[config.mk]
export PLATFORM = sky130hd
export DESIGN_NAME = approx_dot_top
export DESIGN_NICKNAME = d
export VERILOG_FILES = /design/src/rtl/approx_dot_pkg.sv /design/src/rtl/stream_if.sv /design/src/rtl/approx_dot_top.sv /design/src/rtl/approx_mul16.sv /design/src/rtl/dot_accum.sv /design/src/rtl/pipe_reg.sv
export SDC_FILE = /design/constraint.sdc
export NUM_CORES = 1
export LEC_CHECK = 0
export BUFFER_PORTS_ARGS = -buffer_cell sky130_fd_sc_hd__buf_2
export CELL_PAD_IN_SITES_DETAIL_PLACEMENT = 1
export CELL_PAD_IN_SITES_GLOBAL_PLACEMENT = 1
export CORE_MARGIN = 4
export CORE_UTILIZATION = 50
export DETAILED_ROUTE_END_ITERATION = 8
export MAX_ROUTING_LAYER = met4
export PLACE_DENSITY_LB_ADDON = 0.1
export SETUP_SLACK_MARGIN = 0.05
export SYNTH_ARGS = -nofsm -noshare
export SYNTH_HDL_FRONTEND = slang
export SYNTH_HIERARCHICAL = 1
export SYNTH_SLANG_ARGS = --single-unit
[constraint.sdc]
create_clock -name clk -period 14.35 [get_ports clk]
set_input_delay 0.7175 -clock clk [delete_from_list [all_inputs] [get_ports clk]]
set_output_delay 0.7175 -clock clk [all_outputs]
set_load 0.005 [all_outputs]
[src/rtl/approx_dot_pkg.sv]
`default_nettype none

package approx_dot_pkg;

    // Operand width is tied to the approximate multiplier structure
    localparam int OP_W = 16;
    localparam int PROD_W = 32;

    localparam int ACC_W_DEFAULT = 40; // Default vector sum width

    // One operand pair, x in the upper half
    typedef struct packed {
        logic signed [OP_W-1:0] x;
        logic signed [OP_W-1:0] y;
    } operand_t;

    typedef logic signed [PROD_W-1:0] product_t;

endpackage

`default_nettype wire

[src/rtl/stream_if.sv]
`timescale 1ns/100ps
`default_nettype none

// Valid/ready stream with a last flag marking the end of a vector
interface stream_if #(
    parameter type T = logic
) ();

    logic valid;
    logic ready;
    T     data;
    logic last;

    modport src (
        output valid,
        output data,
        output last,
        input  ready
    );

    modport snk (
        input  valid,
        input  data,
        input  last,
        output ready
    );

endinterface

`default_nettype wire

[src/rtl/approx_dot_top.sv]
`timescale 1ns/100ps
`default_nettype none

// Streaming approximate dot product
// operand slice -> approx multiplier -> product slice -> accumulator
module approx_dot_top #(
    parameter int ACC_W = approx_dot_pkg::ACC_W_DEFAULT
) (
    input  logic                                     clk,
    input  logic                                     rst,
    input  logic                                     in_valid,
    output logic                                     in_ready,
    input  logic signed [approx_dot_pkg::OP_W-1:0]   in_x,
    input  logic signed [approx_dot_pkg::OP_W-1:0]   in_y,
    input  logic                                     in_last,
    output logic                                     out_valid,
    input  logic                                     out_ready,
    output logic signed [ACC_W-1:0]                  out_sum
);

    stream_if #(.T(approx_dot_pkg::operand_t)) op_s ();
    stream_if #(.T(approx_dot_pkg::operand_t)) op_q ();
    stream_if #(.T(approx_dot_pkg::product_t)) prod_s ();
    stream_if #(.T(approx_dot_pkg::product_t)) prod_q ();

    assign op_s.valid = in_valid;
    assign op_s.data  = {in_x, in_y};
    assign op_s.last  = in_last;
    assign in_ready   = op_s.ready;

    pipe_reg #(
        .T(approx_dot_pkg::operand_t)
    ) u_op_reg (
        .clk (clk),
        .rst (rst),
        .s   (op_s),
        .m   (op_q)
    );

    approx_mul16 u_mul (
        .x (op_q.data.x),
        .y (op_q.data.y),
        .z (prod_s.data)
    );

    // Multiplier adds no cycle, so the operand handshake passes straight through
    assign prod_s.valid = op_q.valid;
    assign prod_s.last  = op_q.last;
    assign op_q.ready   = prod_s.ready;

    pipe_reg #(
        .T(approx_dot_pkg::product_t)
    ) u_prod_reg (
        .clk (clk),
        .rst (rst),
        .s   (prod_s),
        .m   (prod_q)
    );

    dot_accum #(
        .ACC_W(ACC_W)
    ) u_accum (
        .clk       (clk),
        .rst       (rst),
        .s         (prod_q),
        .out_valid (out_valid),
        .out_ready (out_ready),
        .out_sum   (out_sum)
    );

endmodule

`default_nettype wire

[src/rtl/approx_mul16.sv]
`timescale 1ns/100ps
`default_nettype none

// Approximate signed 16x16 Baugh-Wooley multiplier
// Rows 7 to 16 are summed exactly, rows 1 to 6 collapse into five sparse correction words
module approx_mul16 (
    input  logic signed [15:0] x,
    input  logic signed [15:0] y,
    output logic signed [31:0] z
);

    logic [15:0] row [1:16];
    logic [20:0] corr [1:5];
    logic [31:0] exact;
    logic [31:0] corr_sum;

    // Partial product rows, row i uses x[i-1]
    for (genvar i = 1; i <= 16; i++) begin : g_row
        if (i < 16) begin : g_pos
            assign row[i] = {~(y[15] & x[i-1]), y[14:0] & {15{x[i-1]}}};
        end else begin : g_neg
            // Sign row of x, low bits inverted
            assign row[i] = {y[15] & x[i-1], ~(y[14:0] & {15{x[i-1]}})};
        end
    end

    always_comb begin
        exact = 32'h8000_0000; // Baugh-Wooley constant at bit 31
        for (int i = 7; i <= 16; i++) begin
            exact = exact + (32'(row[i]) << (i - 1));
        end
    end

    // Correction words keep only selected bit pairs of the low rows
    always_comb begin
        for (int k = 1; k <= 5; k++) begin
            corr[k] = '0;
        end

        corr[1][3]  = row[1][3] ^ row[2][2];
        corr[1][5]  = row[1][5] ^ row[2][4];
        corr[1][6]  = row[5][1] & row[6][0];
        corr[1][11] = row[5][6] & row[6][5];
        corr[1][12] = row[1][12] ^ row[2][11];
        corr[1][13] = row[1][12] & row[2][11]; // Carry of the pair above
        corr[1][14] = row[1][14] ^ row[2][13];
        corr[1][15] = row[3][13] ^ row[4][12];
        corr[1][16] = row[5][11] & row[6][10];
        corr[1][17] = row[2][15];
        corr[1][18] = row[3][15] & row[4][14];
        corr[1][19] = row[5][14] & row[6][13];
        corr[1][20] = row[5][15] & row[6][14];

        corr[2][5]  = row[3][2] & row[4][1];
        corr[2][13] = row[5][9] ^ row[6][8];
        corr[2][15] = row[5][11] ^ row[6][10];
        corr[2][17] = row[3][14] & row[4][13];
        corr[2][18] = row[4][15];
        corr[2][19] = row[5][15] ^ row[6][14];
        corr[2][20] = row[6][15];

        corr[3][17] = row[3][15] ^ row[4][14];
        corr[3][18] = row[5][13] & row[6][12];

        corr[4][17] = row[5][12] & row[6][11];
        corr[4][18] = row[5][14] ^ row[6][13];

        corr[5][17] = row[5][13] ^ row[6][12];
    end

    always_comb begin
        corr_sum = '0;
        for (int k = 1; k <= 5; k++) begin
            corr_sum = corr_sum + 32'(corr[k]);
        end
    end

    // Sum wraps at 32 bits, which gives the signed result
    assign z = exact + corr_sum;

endmodule

`default_nettype wire

[src/rtl/dot_accum.sv]
`timescale 1ns/100ps
`default_nettype none

// Sums the products of one vector and holds the result for the output stream
module dot_accum #(
    parameter int ACC_W = 40
) (
    input  logic                    clk,
    input  logic                    rst,
    stream_if.snk                   s,
    output logic                    out_valid,
    input  logic                    out_ready,
    output logic signed [ACC_W-1:0] out_sum
);

    logic                    first;    // Next product opens a vector
    logic signed [ACC_W-1:0] run_sum;
    logic signed [ACC_W-1:0] prod_ext;
    logic signed [ACC_W-1:0] next_sum;
    logic                    s_fire;

    if (ACC_W < approx_dot_pkg::PROD_W) begin : g_width_check
        $error("dot_accum: ACC_W narrower than the product");
    end

    // A new vector end may only land once the held sum is taken
    assign s.ready = !out_valid || out_ready;
    assign s_fire  = s.valid && s.ready;

    assign prod_ext = s.data; // Sign extension to ACC_W
    assign next_sum = (first ? '0 : run_sum) + prod_ext;

    always_ff @(posedge clk) begin
        if (rst) begin
            out_valid <= 1'b0;
            first     <= 1'b1;
        end else begin
            if (out_valid && out_ready) begin
                out_valid <= 1'b0;
            end
            if (s_fire) begin
                first <= s.last;
                if (s.last) begin
                    out_valid <= 1'b1; // Overrides the drain in the same cycle
                end
            end
        end
    end

    always_ff @(posedge clk) begin
        if (s_fire) begin
            run_sum <= next_sum;
            if (s.last) begin
                out_sum <= next_sum;
            end
        end
    end

    // Product slice keeps its item while the held sum stalls it
    a_in_hold : assert property (
        @(posedge clk) disable iff (rst)
        s.valid && !s.ready |=> s.valid && $stable(s.data) && $stable(s.last)
    ) else $error("dot_accum: product changed while stalled");

endmodule

`default_nettype wire

[src/rtl/pipe_reg.sv]
`timescale 1ns/100ps
`default_nettype none

// One-entry register slice, full throughput on a steady stream
module pipe_reg #(
    parameter type T = logic
) (
    input  logic clk,
    input  logic rst,
    stream_if.snk s,
    stream_if.src m
);

    logic full;
    T     data_q;
    logic last_q;
    logic s_fire;

    assign s_fire  = s.valid && s.ready;
    assign s.ready = !full || m.ready; // Empty, or draining this cycle

    assign m.valid = full;
    assign m.data  = data_q;
    assign m.last  = last_q;

    always_ff @(posedge clk) begin
        if (rst) begin
            full <= 1'b0;
        end else if (s_fire) begin
            full <= 1'b1;
        end else if (m.ready) begin
            full <= 1'b0;
        end
    end

    always_ff @(posedge clk) begin
        if (s_fire) begin
            data_q <= s.data;
            last_q <= s.last;
        end
    end

    // Upstream must hold its item while stalled
    a_src_stable : assert property (
        @(posedge clk) disable iff (rst)
        s.valid && !s.ready |=> $stable(s.data) && $stable(s.last)
    ) else $error("pipe_reg: input changed while stalled");

endmodule

`default_nettype wire

==> flow_summary.rst <==
.. list-table::
   :header-rows: 1

   * - Metric
     - Value
   * - Endpoint of the worst register-to-register path
     - u_prod_reg/m.data[26]
   * - Critical path class
     - flop to flop
   * - Reg clk slew, reported paths
     - 0.07 ns
   * - Final Slew Violations
     - 0
   * - Area of the placeable core
     - 26,280 um^2
   * - Residual overflow from global routing
     - 0
   * - Kind of start point of the critical path
     - flop
   * - Overall die area
     - 29,620 um^2
   * - Die Y-Extent
     - 172.1 um
   * - Placement-stage worst setup slack
     - 7.820 ns
   * - Destination of the worst hold path
     - u_prod_reg/m.last
   * - Number of enable-type register cells in the synthesized netlist
     - 146
   * - Io pins
     - 79
   * - Initial DRC count
     - 538
   * - Number of vias in the routed layout
     - 9,452
   * - Mean post-synth cell area
     - 10.73 um^2
   * - Predominant post-synthesis flop cell
     - sky130_fd_sc_hd__edfxtp_1
   * - Number of max-capacitance violations reported
     - 0
   * - Layout overhead on the synthesized area
     - 9.069%
   * - Final cycle utilization of the critical path
     - 45.61%
   * - Post-route design area
     - 14,690 um^2
   * - Slew at the pin closest to its max-slew limit
     - 0.8913 ns
   * - Kind of capture point of the worst setup path
     - flop
   * - RR Startpoint
     - u_op_reg/m.data[11]
   * - Clock tree from TritonCTS
     - built
   * - Peak VDD IR
     - 189.2 uV
   * - Number of placement rows
     - 59
   * - Worst-case register-to-register setup slack
     - 7.80 ns
   * - Clock latency reported for the late side of the worst-skew pair
     - 0.43 ns
   * - Final core occ
     - 55.88%
   * - Iteration count of the initial detailed-routing pass
     - 5
   * - Post-cts repair resize count
     - 0
   * - Horizontal extent of the die
     - 172.1 um
   * - Overall fraction of global-route tracks in use
     - 25.53%
   * - Initial Util
     - 51.24%
   * - Critical path arrival
     - 6.72 ns
   * - Pwr dens
     - 236.5 nW/um^2
   * - Bufs on Longest Clock Path
     - 2
   * - Achievable Freq
     - 152.8 MHz
   * - Post-synthesis cell type count
     - 67
   * - First-pass GRT wire length
     - 56,610 um
   * - Finished Layout Cells
     - 1,653
   * - Unrepaired setup endpoints after global routing
     - false
   * - Vias per inst
     - 5.718
   * - Final estimated routing congestion in global placement
     - 0.8671
   * - Final hold violations
     - 0
   * - Synthesized instance count
     - 1,255
   * - Run status
     - completed
   * - Number of setup violations in the final report
     - 0
   * - Sum Neg Setup Slack
     - 0 ns
   * - Total of hold buffers inserted after clock tree synthesis
     - 0
   * - Number of sinks handled by clock tree synthesis
     - 150
   * - Critical path required time
     - 14.52 ns
   * - Number of global-route vias before repair
     - 10,486
   * - Final worst clock skew
     - 0.01353 ns
   * - Root cell of the clock tree
     - sky130_fd_sc_hd__clkbuf_16
   * - Worst r2r path cells
     - 22
   * - Total clock buffers created by CTS
     - 17
   * - # placed instances
     - 1,621
   * - Cell area after synthesis
     - 13,470 um^2
   * - Maximum number of pins on one net before global-route repair
     - 41
   * - Async set or reset register ratio after synthesis
     - 0%
   * - Area after DPL
     - 14,090 um^2
   * - Number of nets in the layout
     - 1,616
   * - Critical path fanouts, max
     - 13
   * - Post-route DRC
     - 0
   * - Yosys synthesis warning count
     - 6
   * - Worst hold path startpoint
     - u_op_reg/m.last
   * - H-tree level count
     - 4
   * - Mean routed wirelength per cell
     - 21.30 um
   * - Worst-case setup margin in the final layout
     - 7.805 ns
   * - Worst slew slack as a fraction of its limit
     - 40.58%
   * - Worst Hold Depth
     - 0
   * - HPWL Detailed
     - 27,240 um
   * - Shortest clock period the worst path allows after layout
     - 6.545 ns
   * - Quantity of I/O buffers inserted on ports
     - 78
   * - Class of the worst hold path
     - flop to flop
   * - Layout cell share with drive strength beyond 1
     - 10.33%
   * - Total detailed-routing wirelength
     - 35,200 um
   * - Antenna violations before repair
     - 0
   * - Number of flip-flops and latches in the synthesized netlist
     - 150
   * - Leakage
     - 0.006548 uW
   * - Remaining number of nets flagged by the antenna check after routing
     - 0
   * - Post-CTS setup-driven buffer insertion count
     - 0
   * - Share of synthesized area occupied by flip-flops and latches
     - 33.15%
## cells in the mapped netlist (all sizes together), types with 7 or more instances
cell    instances  share of area, %
and2           78               3.7
fa            132                20
o21a           11              0.61
edfxtp        146                33
a21oi          53               2.1
xor2           27               1.8
nand4          14              0.65
xnor2          33               2.1
nor2b          45               2.1
nand3          12              0.45
nand2b          9              0.53
nor2           43               1.2
o21bai          7              0.39
o21ai          35               1.3
inv           127               3.5
buf             7              0.37
a21o           29               1.6
nor3            9              0.33
ha            142                13
a211oi         19               1.2
a31oi          10              0.46
nand2         146               4.1
clkbuf         48               1.3
o211ai         10              0.63
## area by class of cell
class | count | area, um^2
tap | 335 | 419.2
fill | 2849 | 11590
clock buffer | 17 | 425.4
sequential | 150 | 4464
multi-input combinational | 926 | 8304
inverter | 127 | 476.7
antenna | 1 | 2.502
timing repair buffer | 83 | 427.9
clock inverter | 14 | 166.4
## worst max-delay path by stage
stage | startpoint | end | slack [ns] | cells past startpoint
floorplan | u_op_reg/m.data[11] | u_prod_reg/m.data[26] | 8.27 | 23
global placement | u_op_reg/m.data[11] | u_prod_reg/m.data[26] | 7.98 | 22
detailed placement | u_op_reg/m.data[11] | u_prod_reg/m.data[26] | 7.82 | 22
CTS | u_op_reg/m.data[11] | u_prod_reg/m.data[26] | 7.80 | 22
global route | u_op_reg/m.data[11] | u_prod_reg/m.data[28] | 7.45 | 22
finish | u_op_reg/m.data[11] | u_prod_reg/m.data[26] | 7.80 | 22
## flip-flops by register name, summed over array words and instances, names as in the netlist
| name | count |
|---|---|
| u_accum/out_sum | 40 |
| u_prod_reg/m.last | 1 |
| u_accum/out_valid | 1 |
| u_accum/run_sum | 40 |
| u_op_reg/m.data | 32 |
| u_accum/first | 1 |
| u_prod_reg/m.data | 32 |
| u_op_reg/m.valid | 1 |
| u_prod_reg/m.valid | 1 |
| u_op_reg/m.last | 1 |
## placed cells by master, fill, tap and decap left out, types with 32 or more instances in the layout
cell,n
sky130_fd_sc_hd__fa_1,132
sky130_fd_sc_hd__nand2_1,146
sky130_fd_sc_hd__inv_1,127
sky130_fd_sc_hd__a21oi_1,49
sky130_fd_sc_hd__nor2_1,43
sky130_fd_sc_hd__o21ai_0,32
sky130_fd_sc_hd__and2_1,76
sky130_fd_sc_hd__buf_2,78
sky130_fd_sc_hd__ha_1,142
sky130_fd_sc_hd__nor2b_1,45
sky130_fd_sc_hd__xnor2_1,33
sky130_fd_sc_hd__edfxtp_1,146
## where the power goes
part	switching (uW)	total, uW	internal (uW)
Combinational	1350	2280	924
Sequential	50.5	723	672
Clock	210	471	262
Total	1610	3470	1860
## metrics by stage
stage / total power [uW] / hold WS, ns
2_1_floorplan: 2390 / 0.4003
3_5_place_dp: 2978 / 0.4141
5_1_grt: 3806 / 0.4383
4_1_cts: 3486 / 0.4306
3_3_place_gp: 2911 / 0.4098
6_report: 3473 / 0.4265
## critical path, stage by stage (launching register included)
cell                       delay (ns)
sky130_fd_sc_hd__edfxtp_1        0.58
sky130_fd_sc_hd__and2_1          0.23
sky130_fd_sc_hd__ha_1            0.29
sky130_fd_sc_hd__ha_1            0.34
sky130_fd_sc_hd__and3_1          0.21
sky130_fd_sc_hd__nor2_1          0.15
sky130_fd_sc_hd__xnor2_1         0.14
sky130_fd_sc_hd__ha_1            0.16
sky130_fd_sc_hd__inv_1           0.05
sky130_fd_sc_hd__fa_1            0.47
sky130_fd_sc_hd__fa_1            0.52
sky130_fd_sc_hd__inv_1           0.05
sky130_fd_sc_hd__fa_1            0.48
sky130_fd_sc_hd__fa_1            0.56
sky130_fd_sc_hd__inv_1           0.07
sky130_fd_sc_hd__fa_1            0.54
sky130_fd_sc_hd__inv_1           0.05
sky130_fd_sc_hd__ha_1            0.36
sky130_fd_sc_hd__a21o_1          0.23
sky130_fd_sc_hd__a211o_1         0.29
sky130_fd_sc_hd__o211ai_2        0.24
sky130_fd_sc_hd__o21ai_1         0.13
sky130_fd_sc_hd__xor2_1          0.16
## logic make-up (layout without fill, tap and decap cells)
kind of cell | Yosys count | count (layout) | share of synthesized area (%)
buffers and inverters | 182 | 241 | 5.259
flip-flops | 150 | 150 | 33.15
AND/OR/NAND/NOR | 380 | 380 | 14.29
adder cells (fa/ha/maj) | 274 | 274 | 32.82
XOR/XNOR | 60 | 60 | 3.903
multiplexers | 1 | 1 | 0.08362
other | 1 | 5 | 0.02785
AO/OA/AOI/OAI | 207 | 207 | 10.46
## metal layers
| layer | track usage, % | part of all wire [%] | vias to the layer above |
|---|---|---|---|
| met5 | - | 0 | - |
| met4 | 8.920 | 2.8 | 0 |
| met3 | 3.475 | 3.2 | 58 |
| met2 | 43.81 | 52 | 208 |
| met1 | 31.16 | 42 | 4805 |
| li1 | - | - | 4381 |
Note: power is estimated with default switching activity, not from simulation.
